[config.mk]
export PLATFORM = sky130hd
export DESIGN_NAME = dqla_regs
export DESIGN_NICKNAME = d
export VERILOG_FILES = /design/src/verilog/dqla_addr_pkg.sv /design/src/verilog/dqla_motor_pkg.sv /design/src/verilog/dqla_reg_decode.sv /design/src/verilog/motor_chan_regs.sv /design/src/verilog/dqla_read_mux.sv /design/src/verilog/dqla_regs.sv
export SDC_FILE = /design/constraint.sdc
export NUM_CORES = 1
export LEC_CHECK = 0
export BUFFER_PORTS_ARGS = -buffer_cell sky130_fd_sc_hd__clkbuf_2
export CAP_MARGIN = 20
export CORE_MARGIN = 2
export CORE_UTILIZATION = 54
export CTS_CLUSTER_SIZE = 28
export DETAILED_ROUTE_END_ITERATION = 10
export PLACE_DENSITY = 0.95
export RECOVER_POWER = 25
export SETUP_SLACK_MARGIN = 0.15
export SYNTH_ARGS = -nofsm -noshare
export SYNTH_HDL_FRONTEND = slang
export SYNTH_SLANG_ARGS = --single-unit
[constraint.sdc]
create_clock -name sysclk -period 8.7 [get_ports sysclk]
set_clock_uncertainty 0.15 [all_clocks]
set_input_delay 0.87 -clock sysclk [delete_from_list [all_inputs] [get_ports sysclk]]
set_output_delay 0.87 -clock sysclk [all_outputs]
set_load 0.05 [all_outputs]
[src/verilog/dqla_addr_pkg.sv]
// Address map of the motor-controller register core
// 16-bit bus address split as space[15:12], channel[7:4], offset[3:0]
// Bits 11:8 are not decoded
// Only the main space is mapped; other spaces read as zero
// Channel 0 is the board, channels 1 to CHAN_LAST are motors

`default_nettype none

package dqla_addr_pkg;

    // --------------------
    // Address fields
    // --------------------
    typedef logic [15:0] reg_addr_t;    // Bus address
    typedef logic [3:0]  addr_space_t;  // Address bits 15:12
    typedef logic [3:0]  chan_t;        // Address bits 7:4
    typedef logic [3:0]  offset_t;      // Address bits 3:0

    localparam int SPACE_LSB = 12;
    localparam int CHAN_LSB  = 4;
    localparam int OFF_LSB   = 0;

    // Spaces
    localparam addr_space_t ADDR_MAIN = 4'h0;

    // Channel range of the main space
    localparam chan_t CHAN_BOARD = 4'd0;  // Board-level registers
    localparam chan_t CHAN_LAST  = 4'd8;  // Highest motor channel

    // --------------------
    // Register offsets
    // --------------------
    localparam offset_t OFF_STATUS       = 4'd0;   // Board status, channel 0 only
    localparam offset_t OFF_DAC_CTRL     = 4'd1;   // Commanded current
    localparam offset_t OFF_MOTOR_STATUS = 4'd12;  // Amp enable, fault, watchdog

    // Read source select, plain codes
    typedef logic [1:0] rd_src_t;

    localparam rd_src_t RD_ZERO         = 2'd0;
    localparam rd_src_t RD_BOARD        = 2'd1;
    localparam rd_src_t RD_CUR_CMD      = 2'd2;
    localparam rd_src_t RD_MOTOR_STATUS = 2'd3;

endpackage

`default_nettype wire

[src/verilog/dqla_motor_pkg.sv]
// Motor data widths and register bit positions
// Channel 1 lives in the lowest slot of every per-channel vector
// amp_fault is active low, as it comes from the amplifier

`default_nettype none

package dqla_motor_pkg;

    localparam int NUM_MOTORS = 8;

    typedef logic [31:0]                     reg_data_t;     // Bus data
    typedef logic [15:0]                     cur_cmd_t;      // Commanded current
    typedef cur_cmd_t [NUM_MOTORS-1:0]       cur_cmd_bus_t;  // All eight commands
    typedef logic [NUM_MOTORS-1:0]           motor_mask_t;   // Bit 0 is channel 1
    typedef logic [$clog2(NUM_MOTORS)-1:0]   motor_idx_t;    // Channel minus one
    typedef logic [3:0]                      board_id_t;     // Rotary switch

    // --------------------
    // Write data bits
    // --------------------
    localparam int AMP_EN_MASK_BIT = 29;  // Enable update valid
    localparam int AMP_EN_BIT      = 28;  // Enable value
    localparam int PWR_EN_MASK_BIT = 19;  // Power update valid
    localparam int PWR_EN_BIT      = 18;  // Power value

    // --------------------
    // Read words
    // --------------------
    localparam int STAT_BOARD_ID_LSB = 0;  // Board id in bits 3:0
    localparam int STAT_PWR_EN_BIT   = 8;
    localparam int STAT_WDOG_BIT     = 9;

    localparam int MSTAT_AMP_EN_BIT = 0;
    localparam int MSTAT_FAULT_BIT  = 1;   // Raw fault input, 0 means fault
    localparam int MSTAT_WDOG_BIT   = 2;

endpackage

`default_nettype wire

[src/verilog/dqla_reg_decode.sv]
// Address decode of the register bus, purely combinational
// Write strobes come out fully qualified; later stages never look at the address
// Channels 9 to 15 are ignored on write and select zero on read

`timescale 1ns/1ps
`default_nettype none

module dqla_reg_decode (
    input  wire dqla_addr_pkg::reg_addr_t reg_waddr,
    input  wire                           reg_wen,
    input  wire                           blk_wen,
    input  wire dqla_addr_pkg::reg_addr_t reg_raddr,
    output logic                          wr_cur_cmd,  // Motor current write
    output logic                          wr_board,    // Board status write
    output logic                          wr_blk,      // Current write in a block
    output dqla_addr_pkg::chan_t          wr_chan,
    output dqla_addr_pkg::rd_src_t        rd_src,
    output dqla_addr_pkg::chan_t          rd_chan
);
    import dqla_addr_pkg::*;

    addr_space_t w_space;
    chan_t       w_chan;
    offset_t     w_off;
    addr_space_t r_space;
    offset_t     r_off;
    logic        w_motor;  // Write hits channels 1 to 8
    logic        r_motor;

    // --------------------
    // Field split
    // --------------------
    assign w_space = reg_waddr[SPACE_LSB +: $bits(addr_space_t)];
    assign w_chan  = reg_waddr[CHAN_LSB +: $bits(chan_t)];
    assign w_off   = reg_waddr[OFF_LSB +: $bits(offset_t)];
    assign r_space = reg_raddr[SPACE_LSB +: $bits(addr_space_t)];
    assign rd_chan = reg_raddr[CHAN_LSB +: $bits(chan_t)];
    assign r_off   = reg_raddr[OFF_LSB +: $bits(offset_t)];

    assign w_motor = (w_chan != CHAN_BOARD) && (w_chan <= CHAN_LAST);
    assign r_motor = (rd_chan != CHAN_BOARD) && (rd_chan <= CHAN_LAST);

    // Write strobes
    assign wr_cur_cmd = reg_wen && (w_space == ADDR_MAIN) && w_motor && (w_off == OFF_DAC_CTRL);
    assign wr_board   = reg_wen && (w_space == ADDR_MAIN) && (w_chan == CHAN_BOARD) &&
                        (w_off == OFF_STATUS);
    assign wr_blk     = wr_cur_cmd && blk_wen;  // Only a current write requests the DAC
    assign wr_chan    = w_chan;

    // Read source select
    always_comb begin
        rd_src = RD_ZERO;  // Other spaces, bad channels, unused offsets
        if (r_space == ADDR_MAIN) begin
            if (rd_chan == CHAN_BOARD) begin
                if (r_off == OFF_STATUS) rd_src = RD_BOARD;
            end else if (r_motor) begin
                if (r_off == OFF_DAC_CTRL)          rd_src = RD_CUR_CMD;
                else if (r_off == OFF_MOTOR_STATUS) rd_src = RD_MOTOR_STATUS;
            end
        end
    end

endmodule

`default_nettype wire

[src/verilog/motor_chan_regs.sv]
// Motor channel and board registers
// Strobes must be qualified upstream; wr_chan is trusted to be 1 to 8 here
// Watchdog timeout clears amp enables every edge and beats a same-cycle enable write
// Board power is not touched by the watchdog
// One DAC request at a time; a new current write replaces it
// dac_load and wdog_clear are one-cycle registered pulses

`timescale 1ns/1ps
`default_nettype none

module motor_chan_regs (
    input  wire                             sysclk,
    input  wire                             arst_n,
    input  wire                             wr_cur_cmd,
    input  wire                             wr_board,
    input  wire                             wr_blk,
    input  wire dqla_addr_pkg::chan_t       wr_chan,
    input  wire dqla_motor_pkg::reg_data_t  wr_data,
    input  wire                             wdog_timeout,
    input  wire                             dac_busy,      // Serializer busy, level
    output dqla_motor_pkg::cur_cmd_bus_t    cur_cmd,
    output dqla_motor_pkg::motor_mask_t     amp_en,
    output logic                            pwr_en,
    output logic                            dac_load,
    output logic                            wdog_clear
);
    import dqla_addr_pkg::*;
    import dqla_motor_pkg::*;

    chan_t      chan_m1;     // Channel minus one
    motor_idx_t widx;        // Slot index of the written channel
    logic       amp_en_upd;  // Enable field valid in this write
    logic       amp_en_cmd;  // Host asks for an amp on
    logic       pwr_en_cmd;  // Host asks for power on
    logic       dac_req;     // Pending DAC update

    assign chan_m1 = wr_chan - chan_t'(1);
    assign widx    = motor_idx_t'(chan_m1);

    assign amp_en_upd = wr_cur_cmd && wr_data[AMP_EN_MASK_BIT];
    assign amp_en_cmd = amp_en_upd && wr_data[AMP_EN_BIT];
    assign pwr_en_cmd = wr_board && wr_data[PWR_EN_MASK_BIT] && wr_data[PWR_EN_BIT];

    // --------------------
    // Commanded currents
    // --------------------
    always_ff @(posedge sysclk or negedge arst_n) begin
        if (!arst_n) begin
            cur_cmd <= '0;
        end else if (wr_cur_cmd) begin
            cur_cmd[widx] <= cur_cmd_t'(wr_data);  // Low half of the word
        end
    end

    // --------------------
    // Enables
    // --------------------
    always_ff @(posedge sysclk or negedge arst_n) begin
        if (!arst_n) begin
            amp_en <= '0;
        end else if (wdog_timeout) begin
            amp_en <= '0;                          // Timeout wins over any write
        end else if (amp_en_upd) begin
            amp_en[widx] <= wr_data[AMP_EN_BIT];   // Other channels keep their bit
        end
    end

    always_ff @(posedge sysclk or negedge arst_n) begin
        if (!arst_n) begin
            pwr_en <= 1'b0;
        end else if (wr_board && wr_data[PWR_EN_MASK_BIT]) begin
            pwr_en <= wr_data[PWR_EN_BIT];
        end
    end

    // Any enable-on command clears the external watchdog
    always_ff @(posedge sysclk or negedge arst_n) begin
        if (!arst_n) begin
            wdog_clear <= 1'b0;
        end else begin
            wdog_clear <= amp_en_cmd || pwr_en_cmd;
        end
    end

    // --------------------
    // DAC update request
    // --------------------
    // Held while busy; released as one load pulse the edge after busy drops.
    // A plain write (no blk_wen) cancels a pending request
    always_ff @(posedge sysclk or negedge arst_n) begin
        if (!arst_n) begin
            dac_req  <= 1'b0;
            dac_load <= 1'b0;
        end else begin
            if (wr_cur_cmd) begin
                dac_req <= wr_blk;
            end else if (dac_req && !dac_busy) begin
                dac_req <= 1'b0;
            end
            dac_load <= dac_req && !dac_busy;
        end
    end

endmodule

`default_nettype wire

[src/verilog/dqla_read_mux.sv]
// Read data path, combinational, zero latency from the read address
// rd_chan is used only when rd_src selects a motor word, so it is 1 to 8 then
// Commanded current is zero-extended to the bus width

`timescale 1ns/1ps
`default_nettype none

module dqla_read_mux (
    input  wire dqla_addr_pkg::rd_src_t      rd_src,
    input  wire dqla_addr_pkg::chan_t        rd_chan,
    input  wire dqla_motor_pkg::cur_cmd_bus_t cur_cmd,
    input  wire dqla_motor_pkg::motor_mask_t amp_en,
    input  wire dqla_motor_pkg::motor_mask_t amp_fault,  // Active low
    input  wire                              pwr_en,
    input  wire                              wdog_timeout,
    input  wire dqla_motor_pkg::board_id_t   board_id,
    output dqla_motor_pkg::reg_data_t        reg_rdata
);
    import dqla_addr_pkg::*;
    import dqla_motor_pkg::*;

    chan_t      chan_m1;
    motor_idx_t ridx;        // Slot of the read channel
    reg_data_t  board_word;
    reg_data_t  mstat_word;
    reg_data_t  cur_word;

    assign chan_m1 = rd_chan - chan_t'(1);
    assign ridx    = motor_idx_t'(chan_m1);

    // --------------------
    // Word assembly
    // --------------------
    always_comb begin
        board_word = '0;
        board_word[STAT_BOARD_ID_LSB +: $bits(board_id_t)] = board_id;
        board_word[STAT_PWR_EN_BIT] = pwr_en;
        board_word[STAT_WDOG_BIT]   = wdog_timeout;

        mstat_word = '0;
        mstat_word[MSTAT_AMP_EN_BIT] = amp_en[ridx];
        mstat_word[MSTAT_FAULT_BIT]  = amp_fault[ridx];  // Mirrors the pin
        mstat_word[MSTAT_WDOG_BIT]   = wdog_timeout;

        cur_word = reg_data_t'(cur_cmd[ridx]);
    end

    // Source select
    always_comb begin
        case (rd_src)
            RD_BOARD:        reg_rdata = board_word;
            RD_CUR_CMD:      reg_rdata = cur_word;
            RD_MOTOR_STATUS: reg_rdata = mstat_word;
            default:         reg_rdata = '0;  // RD_ZERO
        endcase
    end

endmodule

`default_nettype wire

[src/verilog/dqla_regs.sv]
// Register core of the dual motor-controller board
// Decode, execute and result stages; no handshake, plain strobes and levels
// Writes land at the strobe edge, reads are combinational
// The DAC serializer is external: dac_busy in, cur_cmd and dac_load out

`timescale 1ns/1ps
`default_nettype none

module dqla_regs (
    input  wire                               sysclk,
    input  wire                               arst_n,
    // Register bus
    input  wire dqla_addr_pkg::reg_addr_t     reg_waddr,
    input  wire dqla_motor_pkg::reg_data_t    reg_wdata,
    input  wire                               reg_wen,
    input  wire                               blk_wen,
    input  wire dqla_addr_pkg::reg_addr_t     reg_raddr,
    output wire dqla_motor_pkg::reg_data_t    reg_rdata,
    // Board side
    input  wire dqla_motor_pkg::board_id_t    board_id,
    input  wire dqla_motor_pkg::motor_mask_t  amp_fault,    // 0 means fault
    input  wire                               wdog_timeout,
    input  wire                               dac_busy,
    output wire dqla_motor_pkg::cur_cmd_bus_t cur_cmd,
    output wire dqla_motor_pkg::motor_mask_t  amp_disable,
    output wire                               dac_load,     // Pulse
    output wire                               wdog_clear    // Pulse
);
    import dqla_addr_pkg::*;
    import dqla_motor_pkg::*;

    logic        wr_cur_cmd;
    logic        wr_board;
    logic        wr_blk;
    chan_t       wr_chan;
    rd_src_t     rd_src;
    chan_t       rd_chan;
    motor_mask_t amp_en;
    logic        pwr_en;

    // --------------------
    // Stages
    // --------------------
    dqla_reg_decode decode_i (
        .reg_waddr(reg_waddr), .reg_wen(reg_wen), .blk_wen(blk_wen),
        .reg_raddr(reg_raddr), .wr_cur_cmd(wr_cur_cmd), .wr_board(wr_board),
        .wr_blk(wr_blk), .wr_chan(wr_chan), .rd_src(rd_src), .rd_chan(rd_chan)
    );

    motor_chan_regs exec_i (
        .sysclk(sysclk), .arst_n(arst_n), .wr_cur_cmd(wr_cur_cmd), .wr_board(wr_board),
        .wr_blk(wr_blk), .wr_chan(wr_chan), .wr_data(reg_wdata),
        .wdog_timeout(wdog_timeout), .dac_busy(dac_busy), .cur_cmd(cur_cmd),
        .amp_en(amp_en), .pwr_en(pwr_en), .dac_load(dac_load), .wdog_clear(wdog_clear)
    );

    dqla_read_mux result_i (
        .rd_src(rd_src), .rd_chan(rd_chan), .cur_cmd(cur_cmd), .amp_en(amp_en),
        .amp_fault(amp_fault), .pwr_en(pwr_en), .wdog_timeout(wdog_timeout),
        .board_id(board_id), .reg_rdata(reg_rdata)
    );

    assign amp_disable = ~amp_en;  // Amplifier pins are disable-high

endmodule

`default_nettype wire

==> impl_results.md <==
- Hold Fails Final Rpt: 0
- Layout cells sized above 1: 53.03%
- CTS Buffer Depth: 2
- CP endpoint kind: output port
- Initial antenna violation count: 0
- Power per cell area: 172.5 mW/mm²
- Post-synthesis instance total: 501
- Post-synth top flop: dfrtp_1
- Critical path peak fanout: 33
- Synth-to-Final Area Change: 24.44%
- Startpoint Class: input pin
- Via count: around 5200
- Post-synth top area share: between 40% and 50%
- Setup TNS Final: 0 ps
- Fin util: 69.24%
- Site Rows: 41
- RSZ-0062 raised after global routing: no
- Syn avg cell area: ~14 µm²
- Minimum clock period: approximately 5300 ps
- Die Wd: around 120 µm
- Synth Area in Adders: 0.5324%
- Max cap viols: 1
- Synth Area in Simple Gates: 6.868%
- CP required: 7680 ps
- Worst reg2reg endpoint: exec_i.cur_cmd[105]
- I/O pins: 252
- Post-CTS setup-driven buffer insertion count: 0
- Post-DRT Antenna Nets: 0
- Clock transition at the registers of the reported paths: 60 ps
- H-tree depth: 4
- Largest family of logic cells by synthesized area: multiplexers
- Worst Tran Pin Value: approximately 3300 ps
- Complex-gate fraction of the synthesized area: 2.005%
- Vias in the first global route: 5408
- Final setup violation count: 0
- CTS Buf Count: 17
- Core ar.: 0.01267 mm²
- Post-synthesis mux area share: a little over a third
- Synth top area cells: dfrtp_1 50%, mux2_2 17%, mux4_2 11%, mux2_4 4.3%, mux2i_1 2.4%
- Root buffer cell: clkbuf_16
- Hold Path Class: reg2reg
- Synthesis Warnings: 0
- Die area: 0.01399 mm²
- Antenna cells: 0
- Layout fillers: a little under 900
- Worst Reg-to-Reg Cells: 1
- Ratio of final minimum period to clock period: between 60% and 70%
- R2R setup slack: 7730 ps
- Outcome: complete, but fails checks
- Cell Area, Synth: 0.007051 mm²
- Total gr overflow: 0
- Largest net degree at the start of global routing: 79
- Final WL: about 19 mm
- Synthesis-stage register bit count: 140
- DRT Pass-1 Iters: 5
- Violated checks: max-capacitance violations, max-slew violations
- GR Util All Layers: 27.93%
- First-pass GRT wire length: 29.75 mm
- CTS tree: built
- Top-count cell post-synth: dfrtp_1
- Part of the Yosys area used for sequential elements: 49.69%
- FMAX: 0.1886 GHz
- RR Startpoint: exec_i.cur_cmd[105]
- Die Span Y: 118.3 µm
- DRC viols: 0
- Gpl congestion: 0.9356
- 1st-iter DRT viols: 320
- Final Net Count: roughly 800
- VDD IR max: 0.1198 mV
- Final number of max-transition violations: 64
- Initial Util: between 50% and 60%
- # clock sinks: 140
- Synth top cells by count: 140 x dfrtp_1, 108 x mux2_2, 36 x mux4_2, 35 x nand2_1, 20 x mux2_4
- Kind of critical path: in2out
- PostCTS Resize Cnt: 0
- Hold path cells: 1
- Arr. time, crit path: 4280 ps
- Worst-Skew Late Latency: 420 ps
- Relative slew slack: -123.1%
- Power after layout: around 1500 µW
- I/O Buffers: roughly 220
- Via/cell ratio: approximately 5.8
- WHS Endpoint: exec_i.pwr_en
- XOR/XNOR Fraction of Synth Area: 0.4969%
- Drt wl/cell: 21.22 µm
- Largest area contributor in the netlist: dfrtp_1
- Post-DP HPWL: around 13 mm
- Leakage: 0.004501 µW
- Hold Path Origin: exec_i.pwr_en
- Post-synth EDFFs: 0
- Async S/R FF share, synth: 100.0%
- Hold Buf Count CTS: 0
- Synth unique cells: 42
state kept, by name, indices dropped and copies added, names as in the netlist:
name               flops
exec_i.cur_cmd       128
exec_i.wdog_clear      1
exec_i.dac_load        1
exec_i.dac_req         1
exec_i.amp_en          8
exec_i.pwr_en          1
cell type report:
cell class              instances  area [µm²]  share of cell area (%)
clock buffers                  21       460.4                   5.248
clock inverters                11       142.6                   1.626
inverters                      14       52.55                  0.5990
multi-input cells             318        3277                   37.35
flip-flops and latches        140        3503                   39.93
well taps                     172       215.2                   2.453
repair buffers                222        1122                   12.79
worst max-delay path, stage by stage:
cell      delay (ps)
clkbuf_2          80
buf_4            560
inv_1            270
ha_1             290
nand2b_1         160
xor2_1           270
nand4_1          840
a21o_1           470
o21ai_0          120
clkbuf_2         330
report_power, final:
group | internal, µW | switching [µW] | leakage (µW) | total, µW
Clock | 464 | 272 | 0.000293 | 736
Combinational | 34.7 | 85.4 | 0.00225 | 120
Sequential | 654 | 2.55 | 0.00196 | 657
Total | 1150 | 360 | 0.00450 | 1510
placed cells by master, fill, tap and decap left out, types with 3 or more instances in the layout:
cell       netlist  final
inv_1           14     14
bufinv_16        0      3
nand4_1          7      7
mux4_2          36     36
nand2_1         35     35
clkbuf_16        0     17
nor2_1          14     14
nand3_1          4      4
and3_1           3      3
nor3_1           6      6
buf_4           19      3
dfrtp_1        140    140
clkbuf_1         9     48
a21oi_1         10     10
clkinv_2         0      4
mux2_2         108    108
o21ai_0          7      7
mux2_4          20     20
clkbuf_2         0    169
nor2b_1          4      4
conb_1           1     16
mux2i_1         17     17
layer usage:
layer  global-route usage, %  wire length, µm  vias up
met1                   33.62             7561     2692
met5                       0                0        -
met2                   47.15             9847      251
met3                   7.481             1284       33
li1                        -                -     2226
met4                   12.42              364        0
per-stage QoR:
stage	worst slack, ps	instances	instance area, µm²	hold WS, ps
2_1_floorplan	3761	516	7107	312.8
3_3_place_gp	3612	862	8153	319.1
3_5_place_dp	3446	863	8168	330.3
4_1_cts	3420	895	8771	284.4
5_1_grt	3170	898	8773	380.1
6_report	3398	898	8773	351.7
how the worst max path moves through the flow:
stage | slack, ps | endpoint | depth (start not counted) | start
final | 3400 | reg_rdata[2] | 10 | reg_raddr[4]
after global routing | 3170 | reg_rdata[2] | 10 | reg_raddr[4]
after CTS | 3420 | reg_rdata[2] | 10 | reg_raddr[4]
after detailed placement | 3450 | reg_rdata[2] | 10 | reg_raddr[4]
after global placement | 3610 | reg_rdata[2] | 10 | reg_raddr[4]
after floorplan | 3760 | reg_rdata[3] | 9 | reg_raddr[4]
logic make-up (layout without fill, tap and decap cells):
kind of cell	count (synthesis)	in the layout
multiplexers	181	181
flip-flops	140	140
AND/OR/NAND/NOR	91	91
buffers and inverters	58	268
AO/OA/AOI/OAI	23	23
XOR/XNOR	4	4
adder cells (fa/ha/maj)	3	3
other	1	16
(Power assumes the default switching activity.)
